<file path="src/hw/mem_pipe_defines.svh">
// width and depth macros for the memory back end
`ifndef MEM_PIPE_DEFINES_SVH
`define MEM_PIPE_DEFINES_SVH

// data and address width
`define MP_XLEN 32

// data memory depth in words
`define MP_DMEM_WORDS 256

// word index width, log2 of the depth
`define MP_DMEM_AW 8

`endif

</file>
<file path="src/hw/mem_pipe_pkg.sv">
// funct3 encodings for loads and stores
// payload structs of the ex/mem and mem/wb stage registers
`include "mem_pipe_defines.svh"

package mem_pipe_pkg;

    typedef enum logic [2:0] {
        load_f3_lb  = 3'b000,
        load_f3_lh  = 3'b001,
        load_f3_lw  = 3'b010,
        load_f3_lbu = 3'b100,
        load_f3_lhu = 3'b101
    } load_f3_t;

    typedef enum logic [2:0] {
        store_f3_sb = 3'b000,
        store_f3_sh = 3'b001,
        store_f3_sw = 3'b010
    } store_f3_t;

    // execute result entering the memory stage
    typedef struct packed {
        logic [4:0]          rd;
        logic [2:0]          funct3;
        logic                mem_we;
        logic                mem_re;
        logic                reg_we;
        logic [`MP_XLEN-1:0] alu_out;
        logic [`MP_XLEN-1:0] rs2_v;
    } ex_mem_payload_t;

    // alu_out[1:0] is the byte offset used by load alignment
    typedef struct packed {
        logic [4:0]          rd;
        logic [2:0]          funct3;
        logic                mem_re;
        logic                reg_we;
        logic [`MP_XLEN-1:0] alu_out;
    } mem_wb_payload_t;

endpackage

</file>
<file path="src/hw/load_align.sv">
// writeback select: aligned and extended load data, or the alu result
`timescale 1ns/1ps
`include "mem_pipe_defines.svh"

module load_align (
    input  logic                valid,
    input  logic [4:0]          rd,
    input  logic [2:0]          funct3,
    input  logic                mem_re,
    input  logic                reg_we,
    input  logic [`MP_XLEN-1:0] alu_out,
    input  logic [`MP_XLEN-1:0] rdata,
    output logic                wb_valid,
    output logic                wb_we,
    output logic [4:0]          wb_rd,
    output logic [`MP_XLEN-1:0] wb_data
);
    import mem_pipe_pkg::*;

    logic [1:0]  offset;
    logic [7:0]  ld_byte;
    logic [15:0] ld_half;

    assign offset   = alu_out[1:0];
    assign ld_byte  = rdata[8*offset +: 8];
    assign ld_half  = rdata[16*offset[1] +: 16];

    assign wb_valid = valid;
    assign wb_we    = valid && reg_we;
    assign wb_rd    = rd;

    always_comb begin
        wb_data = alu_out;
        if (mem_re) begin
            case (funct3)
                load_f3_lb:  wb_data = {{(`MP_XLEN-8){ld_byte[7]}}, ld_byte};
                load_f3_lbu: wb_data = {{(`MP_XLEN-8){1'b0}}, ld_byte};
                load_f3_lh:  wb_data = {{(`MP_XLEN-16){ld_half[15]}}, ld_half};
                load_f3_lhu: wb_data = {{(`MP_XLEN-16){1'b0}}, ld_half};
                load_f3_lw:  wb_data = rdata;
                default:     wb_data = rdata;
            endcase
        end
    end

endmodule

</file>
<file path="config.mk">
export PLATFORM = sky130hd
export DESIGN_NAME = load_align
export DESIGN_NICKNAME = d
export VERILOG_FILES = /design/src/hw/mem_pipe_pkg.sv /design/src/hw/load_align.sv
export VERILOG_INCLUDE_DIRS = /design/src /design/src/hw
export SDC_FILE = /design/constraint.sdc
export NUM_CORES = 1
export LEC_CHECK = 0
export ABC_AREA = 1
export BUFFER_PORTS_ARGS = -buffer_cell sky130_fd_sc_hd__buf_4
export CORE_MARGIN = 3
export CORE_UTILIZATION = 25
export DETAILED_ROUTE_END_ITERATION = 6
export PLACE_DENSITY_LB_ADDON = 0.08
export RECOVER_POWER = 50
export SYNTH_ARGS = -nofsm -noshare
export SYNTH_HDL_FRONTEND = slang
export SYNTH_SLANG_ARGS = --single-unit
</file>
<file path="constraint.sdc">
create_clock -name vclk -period 2
set_input_delay 0.4 -clock vclk [all_inputs]
set_output_delay 0.4 -clock vclk [all_outputs]
set_load 0.05 [all_outputs]
</file>
### After elaboration in Yosys (flattened, before gate mapping)

Cells that the tools add are included.

* register bits: 0
* logic and storage cells: 9

* equal/unequal tests: 3
* shifts and indexed selects: 2
* mux-type cells: 2
* reduce and logical (&&, ||, !) cells: 2

Operators with widths (number)
* $pmux W32 S4: 1
* $mux W32: 1
* $shiftx A32 B6 Y16: 1
* $shiftx A32 B6 Y8: 1
* $eq A3 B3 Y1 const B: 2
* $eq A3 B1 Y1 const B: 1
* $logic_not A3 Y1: 1
* $logic_and A1 B1 Y1: 1

### Logic depth before layout (Yosys ltp)

* word-level depth: 3
* depth in mapped cells: 10
* mapped depth without buffers: 8

### Least setup slack after synthesis

No wires, ideal clock.

* kind: input -> output
* start point: input mem_re
* end point: output wb_data[1]
* data arrival time: 1.675 ns
* slack: -0.075 ns
* cell stages on the path: 2
* cells stage by stage: clkbuf_1 -> o21ai_0

* cells in the longest elaborated chain, start to end: 1

Ends and longest elaborated chain
* from (decl): RTL line load_align.sv:9 `input logic mem_re,`
* $mux W32: RTL line load_align.sv:34 `if (mem_re) begin`
* to (decl): RTL line load_align.sv:16 `` output logic [`MP_XLEN-1:0] wb_data ``

No other way between the ends.

### Worst setup path after layout

* start point: input alu_out[1]
* end point: output wb_data[3]

* cells in the longest elaborated chain, start to end: 3
* elaborated cells on any way between the ends: 4
* classes of those cells: shift (2); mux (2)

Ends and longest elaborated chain
* from (decl): RTL line load_align.sv:11 `` input logic [`MP_XLEN-1:0] alu_out, ``
* $shiftx A32 B6 Y16 or $shiftx A32 B6 Y8 (tied branches): RTL line load_align.sv:26, load_align.sv:25
* $pmux W32 S4 (*): RTL line load_align.sv:35 `case (funct3)`
* $mux W32 (*): RTL line load_align.sv:34

Every way passes the cells marked *; elsewhere a longest branch is shown, timed or not.

==> reports/qor.csv <==
stage,metric,value,unit
outcome,status,"finished, final reports clean",
route,Post-Route WL,4.79,mm
floorplan,core area,4880,um^2
grt,initial antenna violation count,0,
cells_and_area,Area Overhead vs Synth,61.5,%
yosys,sequential-to-total area share from yosys stat,0,%
route,Post-route DRC,0,
worst_setup_path,"most used cell, CP",buf_4,
yosys,yosys warns,0,
power,Power Dens Cells,332,nW/um^2
power,Peak VDD IR,0.135,mV
timing,crit share post-route,96.5,%
grt,Total GRT Usage,14.7,%
floorplan,die height,78.4,um
place,IO buf count,104,
place,dpl cells,426,
worst_setup_path,crit path launch type,primary input,
yosys,syn_nets,344,
route,DR vias,1820,
min_path,Hold Crit Class,primary input to primary output,
cells_and_area,design area,2120,um^2
floorplan,Die ar.,6150,um^2
cells_and_area,clk_buf instances,0,
timing,RSZ-0062 raised after global routing,no,
route,DR iter-0 viols,71,
timing,endpoints failing setup,0,
timing,Fmax,518,MHz
worst_setup_path,crit path max-delay cell type,o21ai_0,
grt,"Remaining Overflow, GRT",0,
power,leakage,1.26,nW
min_path,hold path startpoint,rd[3],
worst_setup_path,worst setup path end,wb_data[3],
cells_and_area,NumNets Final,436,
cells_and_area,# diodes,0,
cells_and_area,Filler cells,582,
route,post-DR wirelength/cell,11.2,um
timing,Hold Slack,0.800,ns
floorplan,initial core utilization,26.9,%
cells_and_area,final sequential cell count,0,
worst_setup_path,CP Class,primary input to primary output,
grt,first-pass GRT wire length,7.77,mm
job,max_cap viols,0,
floorplan,num rows,25,
yosys,Synth Instances,269,
route,Pre-antenna DRT Iters,4,
timing,min Tclk post-route,1.93,ns
yosys,cell taking the most area after synthesis,nand2_1,
worst_setup_path,crit path DAT,1.53,ns
timing,setup TNS,0,ns
cells_and_area,FF/Latch Area,0,um^2
cts,CTS Hold Buffers Added,0,
worst_setup_path,Critical Path Fanout Max,17,
yosys,Yosys top cell area share,25.2,%
route,DRT antenna net count,0,
grt,pin count of the biggest net entering global routing,42,
floorplan,I/O pin count,114,
timing,Tightest Pin Transition,0.604,ns
timing,final hold vios,0,
yosys,synthesized area,1310,um^2
power,total power draw,0.704,mW
worst_setup_path,critical path cell sequence,buf_4 > buf_6 > o21ai_0 > inv_1 > nand2_1 > nand3_1 > o21ai_2 > buf_4,
worst_setup_path,Crit path largest cell delay,0.28,ns
grt,vias in the first global route,1778,
worst_setup_path,crit path launch,alu_out[1],
worst_setup_path,crit path capture type,primary output,
timing,max-slew violations,0,
place,dpl hpwl,3.89,mm
floorplan,die width,78.4,um
cells_and_area,layout cell share with drive strength beyond 1,41.8,%
yosys,Mean Syn Cell Area,4.87,um^2
cells_and_area,Finished Layout Cells,426,
timing,Worst slew margin,59.9,%
yosys,"top cells by area, synth","nand2_1 (25%), a21oi_1 (14%), inv_1 (10%), nand3_2 (8.4%), or2_2 (7.6%)",
route,Vias/cell,4.27,
worst_setup_path,worst endpoint required time,1.60,ns
place,"Cell Area, Placed",2140,um^2
place,RD Place Congestion,0.869,
yosys,Synth cell types,19,
## worst max-delay path: cells and delay by family
kind | cells | cell delay [ns]
simple gates | 2 | 0.16
buf+inv | 4 | 0.57
compound gates | 2 | 0.40
## report_power, final
part / total [mW] / switching [mW] / internal (mW)
logic: 0.704 / 0.436 / 0.268
registers: 0 / 0 / 0
clock network: 0 / 0 / 0
total: 0.704 / 0.436 / 0.268
## kinds of logic (layout without fill, tap and decap cells)
family	Yosys count	after routing	synth area share, %
AO/OA/AOI/OAI	53	53	20.2
buffers and inverters	61	151	23.0
AND/OR/NAND/NOR	155	155	56.8
## metal layers
layer	vias up	GRT usage [%]	wire [um]
li1	1009	-	-
met1	738	21.0	2270
met5	-	0	0
met2	71	24.6	2110
met3	2	1.83	380
met4	0	0.874	21
## cell type report
type / instances / area, um^2 / share of cell area (%)
tap: 67 / 83.8 / 3.96
multi-input combinational: 208 / 1010 / 47.9
timing repair buffer: 112 / 868 / 41.0
inverter: 39 / 151 / 7.15
## worst min path at each step
| stage | endpoint | slack [ns] | cells after the start |
|---|---|---|---|
| final | wb_rd[3] | 0.80 | 0 |
| after global routing | wb_rd[4] | 0.80 | 0 |
| after CTS | wb_rd[1] | 0.80 | 0 |
| after detailed placement | wb_rd[1] | 0.80 | 0 |
| after global placement | wb_rd[1] | 0.80 | 0 |
| after floorplan | wb_rd[0] | 0.97 | 1 |
## cells in the final DEF (no fill, tap or decap)
master    instances
buf_6             6
clkbuf_4          5
a21oi_1          36
o21ai_2           4
nor2_4            2
o21ai_1           3
inv_2             1
or2_1             1
o21ai_0          10
inv_4             2
nand2_2           4
buf_12            1
nand2_1          86
or2_2            16
nand2_4           1
clkbuf_1          2
buf_4            98
inv_1            36
nor2_2            2
nand3_2           8
nand3_1          18
nor2_1           17
## Yosys cell counts
cell,instances
buf_4,8
or2_2,16
nor2_2,2
clkbuf_1,9
inv_1,36
buf_6,5
inv_2,1
nor2_4,2
nand2_1,88
nand3_1,15
nand2_2,2
o21ai_1,5
o21ai_0,12
nand2_4,1
nand3_2,11
nor2_1,17
inv_4,2
a21oi_1,36
or2_1,1
## stage by stage
stage / setup WS, ns / utilization, %
floorplan: 0.0332 / -
global placement: 0.0877 / 43.8
detailed placement: 0.0853 / 43.8
CTS: 0.0810 / 43.8
global route: 0.0109 / 43.4
finish: 0.0702 / 43.4
## timing repair
item / in CTS / in global routing
endpoints found under the setup margin: 0 / 8
hold endpoints to repair: 0 / 0
gates resized for setup: 0 / 7
buffers inserted: 0 / 0
Power figures use the tool's default switching activity.
