## src/hw/mem_pipe_defines.svh

```systemverilog
// width and depth macros for the memory back end
`ifndef MEM_PIPE_DEFINES_SVH
`define MEM_PIPE_DEFINES_SVH

// data and address width
`define MP_XLEN 32

// data memory depth in words
`define MP_DMEM_WORDS 256

// word index width, log2 of the depth
`define MP_DMEM_AW 8

`endif

```

## src/hw/mem_pipe_pkg.sv

```systemverilog
// funct3 encodings for loads and stores
// payload structs of the ex/mem and mem/wb stage registers
`include "mem_pipe_defines.svh"

package mem_pipe_pkg;

    typedef enum logic [2:0] {
        load_f3_lb  = 3'b000,
        load_f3_lh  = 3'b001,
        load_f3_lw  = 3'b010,
        load_f3_lbu = 3'b100,
        load_f3_lhu = 3'b101
    } load_f3_t;

    typedef enum logic [2:0] {
        store_f3_sb = 3'b000,
        store_f3_sh = 3'b001,
        store_f3_sw = 3'b010
    } store_f3_t;

    // execute result entering the memory stage
    typedef struct packed {
        logic [4:0]          rd;
        logic [2:0]          funct3;
        logic                mem_we;
        logic                mem_re;
        logic                reg_we;
        logic [`MP_XLEN-1:0] alu_out;
        logic [`MP_XLEN-1:0] rs2_v;
    } ex_mem_payload_t;

    // alu_out[1:0] is the byte offset used by load alignment
    typedef struct packed {
        logic [4:0]          rd;
        logic [2:0]          funct3;
        logic                mem_re;
        logic                reg_we;
        logic [`MP_XLEN-1:0] alu_out;
    } mem_wb_payload_t;

endpackage

```

## src/hw/mem_stage.sv

```systemverilog
// memory stage forming the aligned address, byte masks,
// lane-shifted store data and request strobe for the data memory
`timescale 1ns/1ps
`include "mem_pipe_defines.svh"

module mem_stage (
    input  logic                  move,
    input  logic                  in_valid,
    input  logic [2:0]            funct3,
    input  logic                  mem_we,
    input  logic                  mem_re,
    input  logic [`MP_XLEN-1:0]   alu_out,
    input  logic [`MP_XLEN-1:0]   rs2_v,
    output logic                  dmem_req,
    output logic [`MP_XLEN-1:0]   dmem_addr,
    output logic [`MP_XLEN/8-1:0] dmem_rmask,
    output logic [`MP_XLEN/8-1:0] dmem_wmask,
    output logic [`MP_XLEN-1:0]   dmem_wdata,
    output logic                  out_valid
);
    import mem_pipe_pkg::*;

    logic [1:0] offset;
    logic       active;

    assign offset    = alu_out[1:0];
    assign active    = in_valid && move;
    assign out_valid = active;

    // word aligned address, low bits cleared
    always_comb begin
        dmem_addr       = alu_out;
        dmem_addr[1:0]  = 2'b00;
    end

    always_comb begin
        dmem_req   = 1'b0;
        dmem_wmask = '0;
        dmem_rmask = '0;
        dmem_wdata = '0;
        if (active) begin
            // store mask and data shifted into the addressed lanes
            if (mem_we) begin
                dmem_req = 1'b1;
                case (funct3)
                    store_f3_sb: begin
                        dmem_wmask = 4'b0001 << offset;
                        dmem_wdata[8*offset +: 8] = rs2_v[7:0];
                    end
                    store_f3_sh: begin
                        dmem_wmask = 4'b0011 << offset;
                        dmem_wdata[16*offset[1] +: 16] = rs2_v[15:0];
                    end
                    store_f3_sw: begin
                        dmem_wmask = 4'b1111;
                        dmem_wdata = rs2_v;
                    end
                    default: begin
                        dmem_wmask = '0;
                    end
                endcase
            end
            // load
            if (mem_re) begin
                dmem_req = 1'b1;
                case (funct3)
                    load_f3_lb, load_f3_lbu: dmem_rmask = 4'b0001 << offset;
                    load_f3_lh, load_f3_lhu: dmem_rmask = 4'b0011 << offset;
                    load_f3_lw:              dmem_rmask = 4'b1111;
                    default:                 dmem_rmask = '0;
                endcase
            end
        end
    end

endmodule

```

## config.mk

```make
export PLATFORM = sky130hd
export DESIGN_NAME = mem_stage
export DESIGN_NICKNAME = d
export VERILOG_FILES = /design/src/hw/mem_pipe_pkg.sv /design/src/hw/mem_stage.sv
export VERILOG_INCLUDE_DIRS = /design/src /design/src/hw
export SDC_FILE = /design/constraint.sdc
export NUM_CORES = 1
export LEC_CHECK = 0
export ABC_AREA = 1
export ABC_CLOCK_PERIOD_IN_PS = 1480
export CAP_MARGIN = 20
export CORE_AREA = 2 2 55 57
export DETAILED_ROUTE_END_ITERATION = 10
export DIE_AREA = 0 0 57 59
export DONT_BUFFER_PORTS = 1
export PLACE_DENSITY = 0.88
export RECOVER_POWER = 25
export SLEW_MARGIN = 0
export SYNTH_ARGS = -nofsm -noshare
export SYNTH_HDL_FRONTEND = slang
export SYNTH_SLANG_ARGS = --single-unit
```

## constraint.sdc

```tcl
create_clock -name vclk -period 1.48
set_input_delay 0 -clock vclk [all_inputs]
set_output_delay 0 -clock vclk [all_outputs]
set_load 0.05 [all_outputs]
```

## Word level (Yosys, flattened, before mapping)

Index checks and enable logic that the tools add are counted.

| cells by class | value |
|---|---|
| add/sub/neg operators | 2 |
| reductions and logical operators | 4 |
| shift operators | 6 |
| equality and inequality tests | 4 |
| bitwise logic cells | 2 |
| mux-type cells | 12 |

Operator list:

| operator | number |
|---|---|
| one-hot mux 32 bit (3 select lines) | 1 |
| negation 5 -> 34 bit | 2 |
| bitwise AND 32 bit | 2 |
| two-way mux 32 bit | 2 |
| variable shift 16 x 34 -> 32 bit (first input constant) | 1 |
| variable shift 8 x 34 -> 32 bit (first input constant) | 1 |
| indexed part select 16 x 34 -> 32 bit | 1 |
| indexed part select 8 x 34 -> 32 bit | 1 |
| one-hot mux 4 bit (3 select lines) | 2 |
| two-way mux 4 bit | 4 |
| == test 3 bit (second input constant) | 2 |
| OR reduction 2 bit | 2 |
| left shift 1 x 2 -> 4 bit (first input constant) | 1 |
| left shift 2 x 2 -> 4 bit (first input constant) | 1 |
| == test 3 x 1 -> 1 bit (second input constant) | 1 |
| == test 3 x 2 -> 1 bit (second input constant) | 1 |
| zero test 3 bit | 1 |
| two-way mux 1 bit | 3 |
| logical AND 1 bit | 1 |

| storage, ports and cells | value |
|---|---|
| register bits | 0 |
| input bits | 71 |
| word-level logic and storage cells | 30 |

## Depth between registers and ports, before layout

Gate-level depths: netlist (run 1).

| depth | value |
|---|---|
| word-level depth | 6 |
| mapped depth | 9 |

## Least setup slack after synthesis (run 1)

Ideal clock, no wire load.

| timing | value |
|---|---|
| path kind | input-to-output |
| start point | in alu_out[0] |
| end point | out dmem_wdata[16] |
| path slack | -349 ps |
| cell stages on the path | 7 |
| path buffers | 1 |
| arrival time | 1,829 ps |
| cell sequence | buf_2 -> inv_1 -> ha_1 -> nand2_1 -> nor2_1 -> nand3_1 -> a21oi_1 |

| on the way | value |
|---|---|
| cells in the longest elaborated chain, start to end | 6 |

RTL lines:

| item | line | RTL |
|---|---|---|
| start: declaration | mem_stage.sv:12 | `` input logic [`MP_XLEN-1:0] alu_out, `` |
| negation 5 -> 34 bit (*) | mem_stage.sv:48 | `dmem_wdata[8*offset +: 8] = rs2_v[7:0];` |
| indexed part select 8 x 34 -> 32 bit / variable shift 8 x 34 -> 32 bit (equally long branches) | mem_stage.sv:48 |  |
| bitwise AND 32 bit (no line) (*) | n/a |  |
| one-hot mux 32 bit (3 select lines) (*) | mem_stage.sv:45 | `case (funct3)` |
| two-way mux 32 bit (*) | mem_stage.sv:43 | `if (mem_we) begin` |
| two-way mux 32 bit (*) | mem_stage.sv:41 | `if (active) begin` |
| end: declaration | mem_stage.sv:18 | `` output logic [`MP_XLEN-1:0] dmem_wdata, `` |

Every way passes the cells marked *; elsewhere a longest branch is shown, timed or not.

## Worst setup path in the final report (run 1)

| timing | value |
|---|---|
| start point | in alu_out[0] |
| end point | out dmem_wdata[4] |

The elaborated chain is that of the path after synthesis.

==> summary.md, run 1 <==
| Metric | Value |
|---|---|
| Fin area | `between 2000 and 2500 µm²` |
| Cell Pwr Density | `150.0 nW/µm²` |
| FF+latch area | `0 µm²` |
| # port buffers | `0` |
| FFs & Latches | `0` |
| M3 GR Usage | `~3.9%` |
| Seq/Total Area, Yosys | `0%` |
| Layout cells sized above 1 | `between 20% and 30%` |
| Most used cell, CP | `inv_1` |
| Antenna violations before repair | `0` |
| Overflow after GRT | `0` |
| I/O pin count | `between 100 and 150` |
| Clock buffers | `0` |
| CP Max Fanout | `13` |
| Min Tclk post-route | `between 1000 and 1500 ps` |
| Synth cell types | `25` |
| RSZ-0062 raised after global routing | `no` |
| Max Slew Vio Count | `0` |
| Slowest CP cell | `ha_1` |
| Final Hold Fails | `0` |
| Dominant cell type by area after synthesis | `nand2_1` |
| Worst Hold Class | `in -> out` |
| Row count | `19` |
| Final setup fails | `0` |
| Hold Crit Start | `alu_out[19]` |
| Fin cells | `between 300 and 400` |
| Largest cells by area after synthesis | `nand2_1, nor2_1, buf_4, inv_1, nand4_1` |
| Core box area | `approximately 2700 µm²` |
| YS warnings | `0` |
| Setup WS pre-CTS | `between 100 and 150 ps` |
| Layout area overhead | `28.35%` |
| Cells along the critical path | `inv_1 > ha_1 > inv_1 > nand3_1 > nor3_2 > nor2_8 > nor2_2 > buf_12` |
| Die width | `around 57 µm` |
| Grt met1 use | `between 30 and 40%` |
| Ant. Diodes | `0` |
| Startpoint types | `primary input` |
| RD Place Congestion | `0.9189` |
| Area fraction of the dominant cell type after synthesis | `19.22%` |
| Setup crit end kind | `output pin` |
| Cts hold-fix bufs | `0` |
| Cell Area, Placed | `between 2000 and 2500 µm²` |
| Crit share post-route | `between 90% and 100%` |
| Vias in the first global route | `a little under 2k` |
| Mapped Area | `roughly 1700 µm²` |
| Die Footprint | `3363 µm²` |
| Via density | `around 5.7` |
| Average cell area after synthesis | `slightly below 5 µm²` |
| Setup bufs post-CTS | `0` |
| Leak Pwr | `1.048 nW` |
| Routed Antenna Nets | `0` |
| Initial drt markers | `between 70 and 80` |
| Highest achievable clock rate | `~740 MHz` |
| Via count | `~2.1k` |
| Peak supply drop | `0.1617 mV` |
| CP required | `approximately 1500 ps` |
| Final core utilization | `between 80% and 90%` |
| Placed cell count | `around 370` |
| Initial Utilization | `between 60% and 70%` |
| Syn Inst Count | `348` |
| Hpwl dp | `a little over 4 mm` |
| Grt peak-use layer | `met2` |
| First-pass GRT wire length | `between 8 and 9 mm` |
| Largest net degree at the start of global routing | `31` |
| # Max-Cap Violations | `0` |
| Slack of the critical path | `137.1 ps` |
| Worst Path Class, Setup | `in -> out` |
| Drt wl/cell | `between 10 and 15 µm` |
| Hold endpoint | `dmem_addr[19]` |
| Critical Path AT | `between 1000 and 1500 ps` |
| # fillers | `around 190` |
| Chip Height | `a little under 60 µm` |
| Hold Path Depth | `0` |
| GRT Total Usage | `between 20% and 30%` |
| Met2 GRT Util | `54.52%` |
| CP peak stage delay | `around 340 ps` |
| Post-cts resize count | `0` |
| DRT Pass-1 Iters | `4` |
| Residual DRC count | `0` |
| Worst hold slack | `~0.022 ps` |
| NumNets Final | `between 400 and 500` |
| Final WL | `just over 5 mm` |
| Status | `finished clean` |
-- where the power goes --
part           total [mW]  internal (mW)  switching (mW)
Clock                   0              0               0
Combinational       0.327         0.0992           0.228
Sequential              0              0               0
-- worst max-delay path by stage --
stage / startpoint / cells after the start / endpoint / slack (ps)
6_report: alu_out[0] / 8 / dmem_wdata[4] / 140
3_3_place_gp: alu_out[0] / 7 / dmem_wdata[0] / 240
2_1_floorplan: alu_out[0] / 7 / dmem_wdata[16] / -70
3_5_place_dp: alu_out[0] / 8 / dmem_wdata[5] / 140
4_1_cts: alu_out[0] / 8 / dmem_wdata[5] / 140
5_1_grt: alu_out[0] / 9 / dmem_wdata[15] / 40
-- logic make-up after synthesis --
logic type | synth area share (%)
AOI/OAI and AO/OA | 4.860
other | 0.2207
buffers and inverters | 31.30
and+or+nand+nor | 58.47
adders and majority gates | 5.154
-- cells in the final DEF (no fill, tap or decap), drive strengths merged --
master / synthesis / routed
nand3: 23 / 23
a21oi: 13 / 13
o211ai: 1 / 1
conb: 1 / 2
nand2: 88 / 88
inv: 53 / 53
nor2: 81 / 81
nor3: 1 / 1
ha: 7 / 7
clkinv: 2 / 2
nand4: 25 / 25
o21ai: 2 / 2
nand3b: 1 / 1
nor2b: 1 / 1
buf: 48 / 36
-- routing by layer --
metal,part of all wire (%),up-vias
met5,0,-
met2,51,114
met4,1.7,0
met1,39,953
met3,8.3,12
li1,-,1013
-- worst max-delay path, delay by kind of cell --
kind	cells	cell delay, ps
adders and majority gates	1	340
buffers and inverters	3	330
and+or+nand+nor	4	660
-- area by class of cell --
class,count,area (µm²),share of cell area (%)
inverters,55,206.4,9.466
repair buffers,36,583.1,26.74
multi-input cells,245,1353,62.02
well taps,31,38.79,1.779
-- synth_stat cells, types with 4 or more instances --
cell type,count
nand2_1,87
nor2_1,68
inv_1,47
buf_4,32
nand4_1,25
nand3_1,22
a21oi_1,13
buf_2,11
nor2_2,10
ha_1,7
inv_2,6
buf_1,4
-- per-stage QoR --
stage	power, mW	TNS, ps
finish	0.3272	0
floorplan	0.5016	-450.0
CTS	0.3228	0
global route	0.3579	0
global placement	0.3094	0
detailed placement	0.3222	0
No activity file was read; power rests on OpenSTA's default activity.
==> inputs of run 2 (changes only) <==
--- a/config.mk
+++ b/config.mk
@@ -6,15 +6,15 @@
 export SDC_FILE = /design/constraint.sdc
 export NUM_CORES = 1
 export LEC_CHECK = 0
-export ABC_AREA = 1
 export ABC_CLOCK_PERIOD_IN_PS = 1480
 export CAP_MARGIN = 20
-export CORE_AREA = 2 2 55 57
+export CORE_AREA = 2 2 57 59
 export DETAILED_ROUTE_END_ITERATION = 10
-export DIE_AREA = 0 0 57 59
+export DIE_AREA = 0 0 59 61
 export DONT_BUFFER_PORTS = 1
-export PLACE_DENSITY = 0.88
+export PLACE_DENSITY = 0.65
 export RECOVER_POWER = 25
+export SETUP_SLACK_MARGIN = 0.15
 export SLEW_MARGIN = 0
 export SYNTH_ARGS = -nofsm -noshare
 export SYNTH_HDL_FRONTEND = slang
==> run 2 against run 1 <==
Worst hold slack hardly changed. Area after synthesis shrank 31%. Synthesized cell count is 49% lower. Critical path depth fell by 1. First-iteration DRC count decreased by 24%. Cell count down 40%. Wire length fell by 7.8%. Sequential share of layout area did not move.
==> summary.md, run 2 <==
| Metric | Value |
|---|---|
| Initial Utilization | `39.83%` |
| Final Hold Fails | `0` |
| CP required | `between 1000 and 1500 ps` |
| Via density | `between 6 and 7` |
| Largest net degree at the start of global routing | `20` |
| Commonest non-fill, non-tap cell in the layout | `buf_4` |
| Clock network power share | `0%` |
| Core box area | `between 2000 and 3000 µm²` |
| RSZ-0062 raised after global routing | `yes` |
| DRT Pass-1 Iters | `4` |
| Placed cell count | `between 200 and 250` |
| Switching pwr | `approximately 0.22 mW` |
| Leak Pwr | `between 0.6 and 0.7 nW` |
| # port buffers | `0` |
| Hold Crit Start | `alu_out[16]` |
| Vias in the first global route | `~1.5k` |
| Via count | `1415` |
| Highest achievable clock rate | `between 700 and 800 MHz` |
| Area fraction of the dominant cell type after synthesis | `22.98%` |
| Clock buffers | `0` |
| Antenna violations before repair | `0` |
| Startpoint types | `primary input` |
| FFs & Latches | `0` |
| Sequential share of power | `0%` |
| Commonest cells post-synth | `buf_4, a21oi_1, nor2_1` |
| Setup crit end kind | `output pin` |
| CP Max Fanout | `6` |
| Final WL | `between 4 and 5 mm` |
| Peak supply drop | `about 0.11 mV` |
| Layout area overhead | `77.55%` |
| Critical Path AT | `approximately 1300 ps` |
| Ant. Diodes | `0` |
| Slack of the critical path | `between 150 and 200 ps` |
| Residual DRC count | `0` |
| Drt wl/cell | `21.33 µm` |
| Syn Inst Count | `approximately 180` |
| Initial drt markers | `57` |
| Max Slew Vio Count | `0` |
| Mapped Area | `~1200 µm²` |
| # fillers | `between 200 and 250` |
| Status | `finished clean` |
| NumNets Final | `roughly 270` |
| Seq/Total Area, Yosys | `0%` |
| Worst Setup SP | `alu_out[0]` |
| GRT Total Usage | `between 20% and 30%` |
| Worst Path Class, Setup | `in -> out` |
| Min Tclk post-route | `about 1300 ps` |
| FF+latch area | `0 µm²` |
| Switching Share | `between 60% and 70%` |
| First-pass GRT wire length | `roughly 7.1 mm` |
| Hpwl dp | `just under 4 mm` |
| Dominant cell type by area after synthesis | `buf_4` |
| Cell Area, Placed | `2033 µm²` |
| Layout cells sized above 1 | `57.67%` |
| Row count | `20` |
| Final setup fails | `0` |
| Setup WS pre-CTS | `7.036 ps` |
| Cell Pwr Density | `roughly 160 nW/µm²` |
| Die Footprint | `between 3000 and 4000 µm²` |
| Overflow after GRT | `0` |
| Slew @ Worst Pin | `approximately 540 ps` |
| Fin Setup TNS | `0 ps` |
| Crit share post-route | `around 90%` |
| P_int | `about 0.12 mW` |
| Comb power frac | `100.0%` |
| Most instantiated library cell after synthesis | `buf_4` |
| Average cell area after synthesis | `6.607 µm²` |
| Synth cell types | `34` |
| Largest cells by area after synthesis | `buf_4, a21oi_1, ha_1, o32ai_1, a211oi_1` |
| Die width | `59 µm` |
| Fin area | `between 2000 and 2500 µm²` |
| Slew HR | `a little under two thirds` |
| Fin cells | `approximately 220` |
| RD Place Congestion | `0.8405` |
| Worst Hold Class | `in -> out` |
| Leading cell types in the layout, fill and taps excluded | `buf_4, buf_12, a21oi_1, nand2_1, nor2_2` |
| Routed Antenna Nets | `0` |
| I/O pin count | `~150` |
| # Max-Cap Violations | `0` |
| Chip Height | `between 60 and 70 µm` |
| YS warnings | `0` |
==> run 2: power by group through the flow <==
| stage | clock (mW) | combinational, mW | sequential [mW] |
|---|---|---|---|
| after floorplan | 0 | 0.493 | 0 |
| after global placement | 0 | 0.318 | 0 |
| after detailed placement | 0 | 0.329 | 0 |
| after CTS | 0 | 0.334 | 0 |
| after global routing | 0 | 0.361 | 0 |
| final | 0 | 0.338 | 0 |
==> run 2: worst max-delay path, stage by stage <==
cell,delay (ps)
inv_4,20
ha_4,270
nor4b_4,300
nand3_4,120
buf_8,170
a211oi_4,250
buf_12,170
==> run 2: cells by family (layout without fill, tap and decap cells) <==
logic type | count (synthesis) | in the layout | share of synthesized area, %
compound gates | 62 | 62 | 35.21
simple gates | 60 | 60 | 29.04
buf+inv | 48 | 58 | 27.98
fa+ha+maj | 7 | 7 | 7.446
other cells | 1 | 2 | 0.3188
==> run 2: final timing paths <==
kind                          to  slack [ps]  cells after the start
setup / recovery  dmem_wdata[20]         180                      7
hold / removal     dmem_addr[16]        0.02                      0
==> run 2: cell type report <==
class	instances	area [µm²]	area share, %
Inverter	2	12.51	0.5992
Multi-Input combinational cell	131	1286	61.59
Tap cell	33	41.29	1.977
Timing Repair Buffer	56	748.2	35.83
==> run 2: timing repair <==
action / CTS / global route
setup buffers: 3 / 0
hold endpoints to repair: 0 / 0
pin swaps: 3 / 9
endpoints found under the setup margin: 14 / 17
gates cloned: 0 / 0
hold buffers: 0 / 0
gates resized for setup: 6 / 5
==> run 2: stage by stage <==
stage / util [%] / hold slack (ps) / power (mW)
final: 70.72 / 0.02201 / 0.3380
after CTS: 70.04 / 0.5889 / 0.3342
after detailed placement: 68.86 / 0.5889 / 0.3291
after floorplan: - / 167.1 / 0.4930
after global placement: 68.86 / 0.5889 / 0.3184
after global routing: 70.72 / 0.07183 / 0.3607
==> run 2: per-layer routing <==
| layer | vias up | global-route usage, % | wire length [µm] |
|---|---|---|---|
| li1 | 640 | - | - |
| met1 | 669 | 27.41 | 1483 |
| met2 | 78 | 50.32 | 2723 |
| met3 | 28 | 1.706 | 326 |
| met4 | 0 | 9.091 | 201 |
| met5 | - | 0 | 0 |
==> inputs of run 3 (changes only) <==
--- a/config.mk
+++ b/config.mk
@@ -6,7 +6,7 @@
 export SDC_FILE = /design/constraint.sdc
 export NUM_CORES = 1
 export LEC_CHECK = 0
-export ABC_CLOCK_PERIOD_IN_PS = 1480
+export ABC_CLOCK_PERIOD_IN_PS = 1200
 export CAP_MARGIN = 20
 export CORE_AREA = 2 2 57 59
 export DETAILED_ROUTE_END_ITERATION = 10
==> constraint.sdc (replaced) <==
create_clock -name vclk -period 1.2
set_input_delay 0 -clock vclk [all_inputs]
set_output_delay 0 -clock vclk [all_outputs]
set_load 0.05 [all_outputs]
==> run 3 against run 2 <==
The flow now finishes with violations (setup timing). Setup slack worse by 300 ps. Wire length grew 12%. Largest cell class unchanged. Largest power group unchanged. Power is 55% higher. Clock-buffer cell count is the same. Non-clock buffer count grew 8. Die area is the same. First-iteration DRC count up 11%. Worst hold slack is essentially flat. Sequential share of layout area did not move. Highest routed layer unchanged.
==> summary.md, run 3 (synthesized netlist as in run 2, its figures left out) <==
| Metric | Value |
|---|---|
| First-pass GRT wire length | `a little over 8 mm` |
| FF+latch area | `0 µm²` |
| CP required | `1200 ps` |
| Switching Share | `60.06%` |
| Cell Pwr Density | `roughly 210 nW/µm²` |
| GRT Total Usage | `29.46%` |
| Hold endpoint | `dmem_addr[13]` |
| Final core utilization | `between 80% and 90%` |
| Max Slew Vio Count | `0` |
| Via count | `roughly 1.5k` |
| Overflow after GRT | `0` |
| Critical Path AT | `roughly 1300 ps` |
| Commonest non-fill, non-tap cell in the layout | `buf_12` |
| Die width | `59 µm` |
| Slack of the critical path | `-119.2 ps` |
| RSZ-0062 raised after global routing | `yes` |
| NumNets Final | `around 280` |
| Hpwl dp | `4.142 mm` |
| Core box area | `between 2000 and 3000 µm²` |
| Setup crit end kind | `output pin` |
| Fin area | `about 2500 µm²` |
| Worst Hold Class | `in -> out` |
| Hold Crit Start | `alu_out[13]` |
| Sequential share of power | `0%` |
| Cts hold-fix bufs | `0` |
| Status | `finished, violations left` |
| CP Max Fanout | `8` |
| Comb power frac | `between 90% and 100%` |
| Residual DRC count | `0` |
| P_int | `0.2087 mW` |
| Via density | `6.470` |
| Leading cell types in the layout, fill and taps excluded | `buf_12, a21oi_1, buf_4` |
| Cell Area, Placed | `around 2300 µm²` |
| Row count | `20` |
| Largest net degree at the start of global routing | `17` |
| Final Hold Fails | `0` |
| Initial drt markers | `between 60 and 70` |
| DRT Pass-1 Iters | `4` |
| Startpoint types | `primary input` |
| Final setup fails | `30` |
| Failing checks | `setup timing` |
| Clock buffers | `0` |
| Fin Setup TNS | `-1939 ps` |
| Tot Pwr | `~0.52 mW` |
| Crit share post-route | `109.9%` |
| Layout area overhead | `112.1%` |
| Routed Antenna Nets | `0` |
| # fillers | `~150` |
| FFs & Latches | `0` |
| RD Place Congestion | `0.8606` |
| Leak Pwr | `approximately 0.74 nW` |
| Worst Path Class, Setup | `in -> out` |
| Antenna violations before repair | `0` |
| Initial Utilization | `39.83%` |
| Layout cells sized above 1 | `~61%` |
| Ant. Diodes | `0` |
| # Max-Cap Violations | `0` |
| Chip Height | `61 µm` |
| Vias in the first global route | `around 1.6k` |
| Min Tclk post-route | `1319 ps` |
| Drt wl/cell | `around 23 µm` |
| Die Footprint | `roughly 3600 µm²` |
| # port buffers | `0` |
| Highest achievable clock rate | `about 760 MHz` |
| Peak supply drop | `between 0.1 and 0.15 mV` |
| Slew HR | `40.27%` |
| Slew @ Worst Pin | `roughly 900 ps` |
| Hold Path Depth | `0` |
| Clock network power share | `0%` |
| I/O pin count | `145` |
| Switching pwr | `between 0.3 and 0.4 mW` |
| Final WL | `roughly 5.3 mm` |
run 3: layer usage:
layer / wire, µm / GRT usage (%) / vias up / part of all wire [%]
li1: - / - / 654 / -
met1: 1648 / 27.95 / 709 / 31
met2: 2943 / 58.10 / 74 / 55
met3: 333 / 3.412 / 51 / 6.3
met4: 392 / 21.10 / 0 / 7.4
met5: 0 / 0 / - / 0
run 3: through the flow:
step	setup WS [ps]	hold WS [ps]	std cells
floorplan	-340.0	167.1	179
global placement	-126.7	0.5889	227
detailed placement	-181.8	0.5889	227
CTS	-85.95	0.5889	229
global route	-181.7	0.07320	230
finish	-119.2	0.01936	230
run 3: worst max-delay path, cell delays in order:
cell and delay [ps]:
inv_12 20, ha_4 270, nor4b_4 280, buf_4 190, nand3_4 80, buf_12 160, o32ai_4 130, buf_12 180
run 3: timing repair:
| item | CTS | global route |
|---|---|---|
| buffers inserted | 2 | 1 |
| gates resized for setup | 34 | 4 |
| pin swaps | 10 | 5 |
| endpoints found under the setup margin | 32 | 32 |
run 3: power by group through the flow:
| stage | Clock (mW) | Combinational (mW) | Sequential, mW |
|---|---|---|---|
| floorplan | 0 | 0.628 | 0 |
| global placement | 0 | 0.464 | 0 |
| detailed placement | 0 | 0.480 | 0 |
| CTS | 0 | 0.510 | 0 |
| global route | 0 | 0.550 | 0 |
| finish | 0 | 0.523 | 0 |
run 3: final cells by class:
type | count | area, µm² | share of cell area (%)
timing repair buffer | 64 | 1037 | 41.57
multi-input combinational | 131 | 1384 | 55.47
inverter | 2 | 32.53 | 1.304
tap | 33 | 41.29 | 1.655
run 3: worst max-delay path by stage:
stage	startpoint	endpoint	slack (ps)
3_3_place_gp	alu_out[1]	dmem_wdata[16]	-130
5_1_grt	alu_out[0]	dmem_wdata[14]	-180
4_1_cts	alu_out[1]	dmem_wdata[12]	-90
3_5_place_dp	alu_out[0]	dmem_wdata[26]	-180
6_report	alu_out[0]	dmem_wdata[14]	-120
2_1_floorplan	alu_out[0]	dmem_wdata[16]	-340
